[src/source/core_pkg.sv]
`default_nettype none

package core_pkg;

    typedef logic [31:0] word_t;
    typedef logic [4:0]  reg_idx_t;

    typedef enum logic [2:0] {
        alu_add,
        alu_sub,
        alu_and,
        alu_or,
        alu_slt,
        alu_sll,
        alu_lui
    } alu_op_e;

    typedef enum logic [2:0] {
        cls_alu,
        cls_load,
        cls_store,
        cls_beq,
        cls_bne,
        cls_halt
    } instr_class_e;

    // major opcode field, bits 31:26.
    typedef enum logic [5:0] {
        op_special = 6'h00,
        op_beq     = 6'h04,
        op_bne     = 6'h05,
        op_addiu   = 6'h09,
        op_ori     = 6'h0d,
        op_lui     = 6'h0f,
        op_lw      = 6'h23,
        op_sw      = 6'h2b
    } opcode_e;

    typedef struct packed {
        logic  valid;
        word_t pc_4;
        word_t instr;
    } if_id_t;

    typedef struct packed {
        logic         valid;
        word_t        pc_4;
        reg_idx_t     rs;
        reg_idx_t     rt;
        reg_idx_t     dest;
        logic [4:0]   shamt;
        word_t        imm;
        logic         use_imm;
        word_t        operand_a;
        word_t        operand_b;
        alu_op_e      alu_op;
        instr_class_e instr_class;
        logic         reg_write;
    } id_ex_t;

    typedef struct packed {
        logic         valid;
        instr_class_e instr_class;
        logic         reg_write;
        reg_idx_t     dest;
        word_t        alu_result;
        word_t        store_data;
    } ex_mem_t;

    // also the forwarding source for decode and execute.
    typedef struct packed {
        logic     valid;
        logic     reg_write;
        reg_idx_t dest;
        word_t    result;
    } wb_t;

endpackage

`default_nettype wire
[src/source/mips_core.sv]
`timescale 1ns/10ps
`default_nettype none

module mips_core #(
    parameter core_pkg::word_t reset_pc = '0,
    parameter int              num_regs = 32
) (
    input  logic            clk,
    input  logic            rst_n,
    output core_pkg::word_t imem_addr,
    input  core_pkg::word_t imem_data,
    output logic            wb_cyc,
    output logic            wb_stb,
    output logic            wb_we,
    output core_pkg::word_t wb_adr,
    output core_pkg::word_t wb_dat_o,
    output logic [3:0]      wb_sel,
    input  core_pkg::word_t wb_dat_i,
    input  logic            wb_ack,
    output logic            halted
);
    import core_pkg::*;

    if_id_t  if_id;
    id_ex_t  id_ex_next;
    id_ex_t  id_ex;
    ex_mem_t ex_mem_next;
    ex_mem_t ex_mem;
    wb_t     wb;
    word_t   target;
    logic    redirect;
    logic    load_stall;
    logic    mem_busy;
    logic    freeze;
    logic    fetch_hold;
    logic    id_ex_flush;

    assign freeze      = mem_busy;
    assign fetch_hold  = freeze || load_stall || halted;
    assign id_ex_flush = load_stall || redirect;

    fetch_unit #(
        .reset_pc (reset_pc)
    ) fetch_unit_inst (
        .clk       (clk),
        .rst_n     (rst_n),
        .hold      (fetch_hold),
        .redirect  (redirect),
        .target    (target),
        .imem_addr (imem_addr),
        .imem_data (imem_data),
        .if_id     (if_id)
    );

    decode_unit #(
        .num_regs (num_regs)
    ) decode_unit_inst (
        .clk        (clk),
        .rst_n      (rst_n),
        .if_id      (if_id),
        .ex_stage   (id_ex),
        .wb         (wb),
        .id_ex_next (id_ex_next),
        .load_stall (load_stall)
    );

    id_ex_reg id_ex_reg_inst (
        .clk      (clk),
        .rst_n    (rst_n),
        .hold     (freeze),
        .flush    (id_ex_flush),
        .id_ex_in (id_ex_next),
        .id_ex    (id_ex)
    );

    execute_unit execute_unit_inst (
        .id_ex       (id_ex),
        .ex_mem      (ex_mem),
        .wb          (wb),
        .ex_mem_next (ex_mem_next),
        .redirect    (redirect),
        .target      (target)
    );

    mem_wb_unit mem_wb_unit_inst (
        .clk         (clk),
        .rst_n       (rst_n),
        .ex_mem_next (ex_mem_next),
        .ex_mem      (ex_mem),
        .wb          (wb),
        .mem_busy    (mem_busy),
        .halted      (halted),
        .wb_cyc      (wb_cyc),
        .wb_stb      (wb_stb),
        .wb_we       (wb_we),
        .wb_adr      (wb_adr),
        .wb_dat_o    (wb_dat_o),
        .wb_sel      (wb_sel),
        .wb_dat_i    (wb_dat_i),
        .wb_ack      (wb_ack)
    );

endmodule

`default_nettype wire

[src/source/mem_wb_unit.sv]
`timescale 1ns/10ps
`default_nettype none

module mem_wb_unit (
    input  logic              clk,
    input  logic              rst_n,
    input  core_pkg::ex_mem_t ex_mem_next,
    output core_pkg::ex_mem_t ex_mem,
    output core_pkg::wb_t     wb,
    output logic              mem_busy,
    output logic              halted,
    output logic              wb_cyc,
    output logic              wb_stb,
    output logic              wb_we,
    output core_pkg::word_t   wb_adr,
    output core_pkg::word_t   wb_dat_o,
    output logic [3:0]        wb_sel,
    input  core_pkg::word_t   wb_dat_i,
    input  logic              wb_ack
);
    import core_pkg::*;

    typedef enum logic {
        bus_idle,
        bus_wait
    } bus_state_e;

    bus_state_e state;
    logic       is_load;
    logic       mem_req;
    logic       commit;

    assign is_load = (ex_mem.instr_class == cls_load);
    assign commit  = ex_mem.valid && !halted;
    assign mem_req = commit && (is_load || (ex_mem.instr_class == cls_store));

    // one idle cycle, then wait for ack.
    assign mem_busy = mem_req && !((state == bus_wait) && wb_ack);

    assign wb_cyc   = (state == bus_wait);
    assign wb_stb   = (state == bus_wait);
    assign wb_we    = (ex_mem.instr_class == cls_store);
    assign wb_adr   = ex_mem.alu_result;
    assign wb_dat_o = ex_mem.store_data;
    assign wb_sel   = 4'hf;

    always_ff @(posedge clk or negedge rst_n) begin
        if (!rst_n) begin
            state <= bus_idle;
        end else begin
            unique case (state)
                bus_idle: if (mem_req) state <= bus_wait;
                bus_wait: if (wb_ack)  state <= bus_idle;
                default:               state <= bus_idle;
            endcase
        end
    end

    always_ff @(posedge clk or negedge rst_n) begin
        if (!rst_n) begin
            ex_mem <= '0;
            wb     <= '0;
            halted <= 1'b0;
        end else if (!mem_busy) begin
            ex_mem       <= ex_mem_next;
            wb.valid     <= commit;
            wb.reg_write <= commit && ex_mem.reg_write;
            wb.dest      <= ex_mem.dest;
            wb.result    <= is_load ? wb_dat_i : ex_mem.alu_result;
            if (commit && (ex_mem.instr_class == cls_halt))
                halted <= 1'b1;
        end
    end

    assert property (@(posedge clk) disable iff (!rst_n)
        wb_stb |-> wb_cyc);

    // classic cycle, request held stable until ack.
    assert property (@(posedge clk) disable iff (!rst_n)
        (wb_stb && !wb_ack) |=> (wb_stb && $stable(wb_adr) && $stable(wb_we) &&
                                 $stable(wb_dat_o)));

endmodule

`default_nettype wire

[src/source/execute_unit.sv]
`timescale 1ns/10ps
`default_nettype none

module execute_unit (
    input  core_pkg::id_ex_t  id_ex,
    input  core_pkg::ex_mem_t ex_mem,
    input  core_pkg::wb_t     wb,
    output core_pkg::ex_mem_t ex_mem_next,
    output logic              redirect,
    output core_pkg::word_t   target
);
    import core_pkg::*;

    word_t op_a;
    word_t op_b;
    word_t alu_b;
    word_t result;
    logic  equal;

    // youngest writer first. a load in memory never reaches here.
    function automatic word_t forward(input reg_idx_t idx, input word_t reg_val);
        if (idx == '0)
            return reg_val;
        if (ex_mem.valid && ex_mem.reg_write && (ex_mem.dest == idx) &&
            (ex_mem.instr_class != cls_load))
            return ex_mem.alu_result;
        if (wb.valid && wb.reg_write && (wb.dest == idx))
            return wb.result;
        return reg_val;
    endfunction

    always_comb begin
        op_a  = forward(id_ex.rs, id_ex.operand_a);
        op_b  = forward(id_ex.rt, id_ex.operand_b);
        alu_b = id_ex.use_imm ? id_ex.imm : op_b;
    end

    always_comb begin
        unique case (id_ex.alu_op)
            alu_add: result = op_a + alu_b;
            alu_sub: result = op_a - alu_b;
            alu_and: result = op_a & alu_b;
            alu_or:  result = op_a | alu_b;
            alu_slt: result = {31'b0, $signed(op_a) < $signed(alu_b)};
            alu_sll: result = op_b << id_ex.shamt;
            alu_lui: result = {alu_b[15:0], 16'h0000};
            default: result = '0;
        endcase
    end

    assign equal    = (op_a == op_b);
    assign redirect = id_ex.valid &&
                      (((id_ex.instr_class == cls_beq) && equal) ||
                       ((id_ex.instr_class == cls_bne) && !equal));
    assign target   = id_ex.pc_4 + {id_ex.imm[29:0], 2'b00};

    always_comb begin
        ex_mem_next.valid       = id_ex.valid;
        ex_mem_next.instr_class = id_ex.instr_class;
        ex_mem_next.reg_write   = id_ex.reg_write;
        ex_mem_next.dest        = id_ex.dest;
        ex_mem_next.alu_result  = result;
        ex_mem_next.store_data  = op_b;
    end

endmodule

`default_nettype wire

[src/source/id_ex_reg.sv]
`timescale 1ns/10ps
`default_nettype none

module id_ex_reg (
    input  logic             clk,
    input  logic             rst_n,
    input  logic             hold,
    input  logic             flush,
    input  core_pkg::id_ex_t id_ex_in,
    output core_pkg::id_ex_t id_ex
);
    import core_pkg::*;

    // freeze has priority, a flush under hold is dropped.
    always_ff @(posedge clk or negedge rst_n) begin
        if (!rst_n) begin
            id_ex <= '0;
        end else if (!hold) begin
            if (flush)
                id_ex <= '0;
            else
                id_ex <= id_ex_in;
        end
    end

    assert property (@(posedge clk) disable iff (!rst_n)
        hold |=> $stable(id_ex));

    assert property (@(posedge clk) disable iff (!rst_n)
        (flush && !hold) |=> !id_ex.valid);

endmodule

`default_nettype wire

[src/source/decode_unit.sv]
`timescale 1ns/10ps
`default_nettype none

module decode_unit #(
    parameter int num_regs = 32
) (
    input  logic              clk,
    input  logic              rst_n,
    input  core_pkg::if_id_t  if_id,
    input  core_pkg::id_ex_t  ex_stage,
    input  core_pkg::wb_t     wb,
    output core_pkg::id_ex_t  id_ex_next,
    output logic              load_stall
);
    import core_pkg::*;

    localparam int idx_w = $clog2(num_regs);

    typedef enum logic [5:0] {
        fn_sll     = 6'h00,
        fn_syscall = 6'h0c,
        fn_addu    = 6'h21,
        fn_subu    = 6'h23,
        fn_and     = 6'h24,
        fn_or      = 6'h25,
        fn_slt     = 6'h2a
    } funct_e;

    word_t             regs [num_regs];
    logic [idx_w-1:0]  wr_idx;
    logic              rf_we;
    reg_idx_t          rs;
    reg_idx_t          rt;

    assign rs     = if_id.instr[25:21];
    assign rt     = if_id.instr[20:16];
    assign wr_idx = wb.dest[idx_w-1:0];
    assign rf_we  = wb.valid && wb.reg_write && (wr_idx != '0);

    // same-cycle writeback is bypassed.
    function automatic word_t read_port(input reg_idx_t idx);
        logic [idx_w-1:0] ridx;
        ridx = idx[idx_w-1:0];
        if (ridx == '0)
            return '0;
        if (rf_we && (wr_idx == ridx))
            return wb.result;
        return regs[ridx];
    endfunction

    always_ff @(posedge clk or negedge rst_n) begin
        if (!rst_n) begin
            for (int i = 0; i < num_regs; i++)
                regs[i] <= '0;
        end else if (rf_we) begin
            regs[wr_idx] <= wb.result;
        end
    end

    always_comb begin
        logic sign_ext;
        sign_ext              = 1'b1;
        id_ex_next            = '0;
        id_ex_next.valid      = if_id.valid;
        id_ex_next.pc_4       = if_id.pc_4;
        id_ex_next.rs         = rs;
        id_ex_next.rt         = rt;
        id_ex_next.shamt      = if_id.instr[10:6];
        id_ex_next.operand_a  = read_port(rs);
        id_ex_next.operand_b  = read_port(rt);
        id_ex_next.alu_op     = alu_add;
        id_ex_next.instr_class = cls_alu;
        unique case (opcode_e'(if_id.instr[31:26]))
            op_special: begin
                id_ex_next.dest      = if_id.instr[15:11];
                id_ex_next.reg_write = 1'b1;
                unique case (funct_e'(if_id.instr[5:0]))
                    fn_addu: id_ex_next.alu_op = alu_add;
                    fn_subu: id_ex_next.alu_op = alu_sub;
                    fn_and:  id_ex_next.alu_op = alu_and;
                    fn_or:   id_ex_next.alu_op = alu_or;
                    fn_slt:  id_ex_next.alu_op = alu_slt;
                    fn_sll:  id_ex_next.alu_op = alu_sll;
                    fn_syscall: begin
                        id_ex_next.instr_class = cls_halt;
                        id_ex_next.reg_write   = 1'b0;
                    end
                    default: id_ex_next.reg_write = 1'b0;
                endcase
            end
            op_addiu, op_ori, op_lui, op_lw: begin
                id_ex_next.dest      = rt;
                id_ex_next.reg_write = 1'b1;
                id_ex_next.use_imm   = 1'b1;
                sign_ext             = (if_id.instr[31:26] == op_addiu) ||
                                       (if_id.instr[31:26] == op_lw);
                if (if_id.instr[31:26] == op_ori)
                    id_ex_next.alu_op = alu_or;
                else if (if_id.instr[31:26] == op_lui)
                    id_ex_next.alu_op = alu_lui;
                else if (if_id.instr[31:26] == op_lw)
                    id_ex_next.instr_class = cls_load;
            end
            op_sw: begin
                id_ex_next.use_imm     = 1'b1;
                id_ex_next.instr_class = cls_store;
            end
            op_beq:  id_ex_next.instr_class = cls_beq;
            op_bne:  id_ex_next.instr_class = cls_bne;
            default: id_ex_next.reg_write = 1'b0;
        endcase
        id_ex_next.imm = sign_ext ? {{16{if_id.instr[15]}}, if_id.instr[15:0]}
                                  : {16'h0000, if_id.instr[15:0]};
    end

    // load in execute feeding the instruction in decode.
    assign load_stall = if_id.valid && ex_stage.valid &&
                        (ex_stage.instr_class == cls_load) && (ex_stage.dest != '0) &&
                        ((ex_stage.dest == rs) || (ex_stage.dest == rt));

    assert property (@(posedge clk) disable iff (!rst_n)
        (wb.valid && wb.reg_write && wr_idx == '0) |=> $stable(regs[0]));

endmodule

`default_nettype wire

[src/source/fetch_unit.sv]
`timescale 1ns/10ps
`default_nettype none

module fetch_unit #(
    parameter core_pkg::word_t reset_pc = '0
) (
    input  logic             clk,
    input  logic             rst_n,
    input  logic             hold,
    input  logic             redirect,
    input  core_pkg::word_t  target,
    output core_pkg::word_t  imem_addr,
    input  core_pkg::word_t  imem_data,
    output core_pkg::if_id_t if_id
);
    import core_pkg::*;

    word_t pc;
    word_t pc_4;

    assign pc_4      = pc + 32'd4;
    assign imem_addr = pc;

    // hold wins over redirect, the branch stays in execute until released.
    always_ff @(posedge clk or negedge rst_n) begin
        if (!rst_n) begin
            pc    <= reset_pc;
            if_id <= '0;
        end else if (!hold) begin
            if (redirect) begin
                pc          <= target;
                if_id.valid <= 1'b0;
            end else begin
                pc    <= pc_4;
                if_id <= '{valid: 1'b1, pc_4: pc_4, instr: imem_data};
            end
        end
    end

endmodule

`default_nettype wire

[config.mk]
export PLATFORM = sky130hd
export DESIGN_NAME = mips_core
export DESIGN_NICKNAME = d
export VERILOG_FILES = /design/src/source/core_pkg.sv /design/src/source/mips_core.sv /design/src/source/mem_wb_unit.sv /design/src/source/execute_unit.sv /design/src/source/id_ex_reg.sv /design/src/source/decode_unit.sv /design/src/source/fetch_unit.sv
export SDC_FILE = /design/constraint.sdc
export NUM_CORES = 2
export LEC_CHECK = 0
export ABC_CLOCK_PERIOD_IN_PS = 5600
export BUFFER_PORTS_ARGS = -buffer_cell sky130_fd_sc_hd__clkbuf_2
export CORE_UTILIZATION = 52
export DETAILED_ROUTE_END_ITERATION = 7
export GPL_TIMING_DRIVEN = 0
export PLACE_DENSITY = 0.74
export SLEW_MARGIN = 20
export SYNTH_ARGS = -nofsm -noshare
export SYNTH_HDL_FRONTEND = slang
export SYNTH_SLANG_ARGS = --single-unit
[constraint.sdc]
create_clock -name clk -period 5.6 [get_ports clk]
set_input_delay 1.12 -clock clk [delete_from_list [all_inputs] [get_ports clk]]
set_output_delay 1.12 -clock clk [all_outputs]
set_load 0.05 [all_outputs]
==> results.md <==
- Run status: finished, violations left
- Failing checks: negative setup slack
- FF-to-FF Start: mem_wb_unit_inst.wb[32]
- Synth Register Bits: 1373
- Final Skew: 0.04725 ns
- Final hold vios: 0
- Largest family of logic cells by synthesized area: multiplexers
- Synthesized cell area: approximately 80000 um^2
- Max IR drop VDD: roughly 0.64 mV
- RR Endpoint: mem_wb_unit_inst.wb_adr[25]
- Clk root buf: clkbuf_16
- EDFF count, synth: 0
- Fmax: 163.8 MHz
- Vias in the first global route: around 65000
- Mapped Cells: 6792
- Period utilisation layout: 109.0%
- Power density cells: 581.7 nW/um^2
- Clock Pin Slew Worst Setup and Hold Paths: 0.07 ns
- Endpoints failing setup: 32
- ANT nets after route: 0
- Worst slew pin tran: 1.405 ns
- Cts hold-fix bufs: 0
- Initial Utilization: 52.38%
- Async S/R FF share, synth: 100.0%
- Synth cell types: 83
- Post-route setup slack: -0.5065 ns
- Post-Synth Simple-Gate Area: 6.534%
- Layout Cells excl Fill: about 9400
- Bufs on Longest Clock Path: 3
- First-pass GRT wire length: 525.5 mm
- Die boundary width: 393.2 um
- Hold Path Class: input pin to asynchronous set/reset pin
- Placeable Area: 151900 um^2
- Dpl cells: approximately 9000
- Nets: roughly 7400
- Post-layout min period: 6.106 ns
- Max incr delay on CP: 0.58 ns
- Pin count of the biggest net entering global routing: 95
- Hpwl dp: 294.6 mm
- Final Wtd Congestion: 1.086
- FP Rows: 143
- Via count: around 67000
- Final core utilization: 60.26%
- Critical path class: register to register
- CTS Buf Count: 152
- Worst endpoint required time: 6.31 ns
- P&R area growth vs syn: 15.05%
- Vias per cell: 7.089
- Max-Cap Viols: 0
- Sequential share of the synthesized area: 43.18%
- Num ports: between 150 and 200
- Synth Area in Compound Gates: 11.30%
- Post-synthesis area per instance: 11.71 um^2
- Largest fanout on the critical path: 5
- Gr ovfl total: 0
- Drt first pass iters: 8
- Latest clock arrival within the worst-skew pair: approximately 0.84 ns
- Share of cells above drive strength 1: 31.94%
- Routed WL: 385.6 mm
- H-tree levels: 4
- Slew headroom: 6.317%
- Critical path, cell by cell: xor2_1 -> or4_4 -> or2_4 -> buf_12 -> buf_12 -> o32a_1 -> o22ai_4 -> nor2_2 -> a21oi_4 -> inv_2 -> ha_4 -> a21o_1 -> a211o_1 -> a31o_4 -> a21o_4 -> a21o_4 -> a21o_1 -> a21o_1 -> a21oi_4 -> xnor2_4 -> a221oi_4 -> a21oi_4 -> a221o_1
- Die area: 154600 um^2
- Setup TNS Final: -4.446 ns
- Initial antenna violation count: 34
- CTS tree: yes
- Worst setup startpoint: mem_wb_unit_inst.wb[32]
- XOR/XNOR share of the synthesized area: 1.761%
- Max stage delay cell, worst path: or4_4
- Post-route cell area: just over 90000 um^2
- Slew Viols, Final: 0
- Die Ht: 393.2 um
- Synth Flop Type: dfrtp_1
- DP Area: 84050 um^2
- Reg2reg path depth: 23
- Mux contribution to synthesized area: 30.32%
- Critical Path Start Type: register
- Port Buf Inserts: 166
- Synth Area in Adders: 2.283%
- CP endpoint kind: register
- Arrival @ worst endpoint: 6.81 ns
- Leakage: 40.43 nW
- Pre-CTS setup slack: -3.267 ns
- Worst reg2reg setup slack: -0.51 ns
- Max reg flops: approximately 1000
- Warnings from Yosys: 0
- DRC viols: 0
- DR WL/cell: 41.00 um
- 1st-iter DRT viols: 8331
- Setup crit end: mem_wb_unit_inst.wb_adr[25]
- Sink Count: roughly 1400
- GRT Total Usage: 50.07%
- RSZ-0062 raised after global routing: yes
timing repair:
item                       4_1_cts  5_1_grt
gates resized for setup        249       98
hold endpoints to repair         0        0
gates cloned                     1        0
setup endpoints to repair      266       53
pin swaps                       76       45
buffers inserted                64       33
report_power, final:
part | total [W] | internal (W) | switching, W
clock network | 0.0105 | 0.00596 | 0.00453
registers | 0.0136 | 0.0114 | 0.00223
logic | 0.0292 | 0.00898 | 0.0202
total | 0.0533 | 0.0263 | 0.0270
kinds of logic (layout without fill, tap and decap cells):
logic type               after synthesis  in the layout
other                                  1             23
AO/OA/AOI/OAI                       1418           1418
adder cells (fa/ha/maj)              144            144
flip-flops                          1373           1373
multiplexers                        1652           1652
buffers and inverters                885           1447
XOR/XNOR                             160            160
AND/OR/NAND/NOR                     1159           1159
placed cells by master (no fill, tap or decap), types with 39 or more instances in the layout:
cell | synthesis | layout
mux4_2 | 518 | 518
o22ai_1 | 107 | 71
clkbuf_2 | 0 | 234
a22o_1 | 82 | 82
nor3_1 | 129 | 123
mux2_2 | 836 | 836
nor2b_1 | 40 | 39
clkbuf_16 | 0 | 152
clkbuf_1 | 513 | 454
inv_1 | 162 | 155
xnor2_1 | 131 | 123
nand3_1 | 64 | 64
mux2_1 | 47 | 47
mux2i_1 | 251 | 250
o21ai_0 | 500 | 481
nor2_1 | 223 | 213
buf_2 | 18 | 76
a21oi_1 | 263 | 238
a31oi_1 | 57 | 51
dfrtp_1 | 1373 | 1367
buf_1 | 106 | 47
ha_1 | 142 | 125
nand2_1 | 528 | 527
buf_4 | 73 | 160
routing by layer:
layer | track usage [%] | routed length (um)
met3 | 17.59 | 45550
met1 | 58.66 | 132400
met2 | 73.31 | 167000
met4 | 43.04 | 40520
met5 | 0 | 113
critical path, delay by kind of cell (launching register included):
family / cells / cell delay [ns]
compound gates: 14 / 3.65
xor+xnor: 2 / 0.34
fa+ha+maj: 1 / 0.18
buf+inv: 3 / 0.40
flops: 1 / 0.44
simple gates: 3 / 0.95
synthesized netlist by cell type (30+ instances only):
library cell  instances  share of area (%)
a211oi_1             35               0.33
a21oi_1             263                1.7
a221oi_1             36               0.40
a22o_1               82               0.90
a22oi_1              30               0.28
a31oi_1              57               0.45
buf_1               106               0.50
buf_4                73               0.69
clkbuf_1            513                2.4
dfrtp_1            1373                 43
ha_1                142                2.2
inv_1               162               0.76
mux2_1               47               0.67
mux2_2              836                 12
mux2i_1             251                3.2
mux4_2              518                 15
nand2_1             528                2.5
nand2b_1             37               0.29
nand3_1              64               0.40
nor2_1              223                1.1
nor2b_1              40               0.31
nor3_1              129               0.81
nor4_1               38               0.30
o21ai_0             500                3.1
o221ai_1             41               0.45
o22ai_1             107               0.84
xnor2_1             131                1.4
through the flow:
step	hold WS (ns)	total power, W
2_1_floorplan	0.4413	0.02743
3_3_place_gp	0.4536	0.03901
3_5_place_dp	0.4699	0.03945
4_1_cts	0.2318	0.05102
5_1_grt	0.2484	0.05408
6_report	0.2453	0.05325
worst min-delay path by stage:
stage,from,end,cells past startpoint
3_3_place_gp,decode_unit_inst.regs[1018],decode_unit_inst.regs[1018],1
3_5_place_dp,decode_unit_inst.regs[1001],decode_unit_inst.regs[1001],1
4_1_cts,rst_n,mem_wb_unit_inst.wb_adr[8],1
5_1_grt,rst_n,mem_wb_unit_inst.wb_adr[19],1
6_report,rst_n,mem_wb_unit_inst.wb_adr[1],1
2_1_floorplan,decode_unit_inst.regs[1001],decode_unit_inst.regs[1001],1
cell type report:
type / count / area [um^2]
flip-flops and latches: 1373 / 34370
repair buffers: 309 / 2512
fillers: 12364 / 60360
clock inverters: 64 / 880.8
well taps: 2030 / 2540
diodes: 19 / 47.55
multi-input cells: 4537 / 43090
clock buffers: 210 / 4242
inverters: 167 / 638.1
plain buffers: 697 / 3226
(Power assumes the default switching activity.)
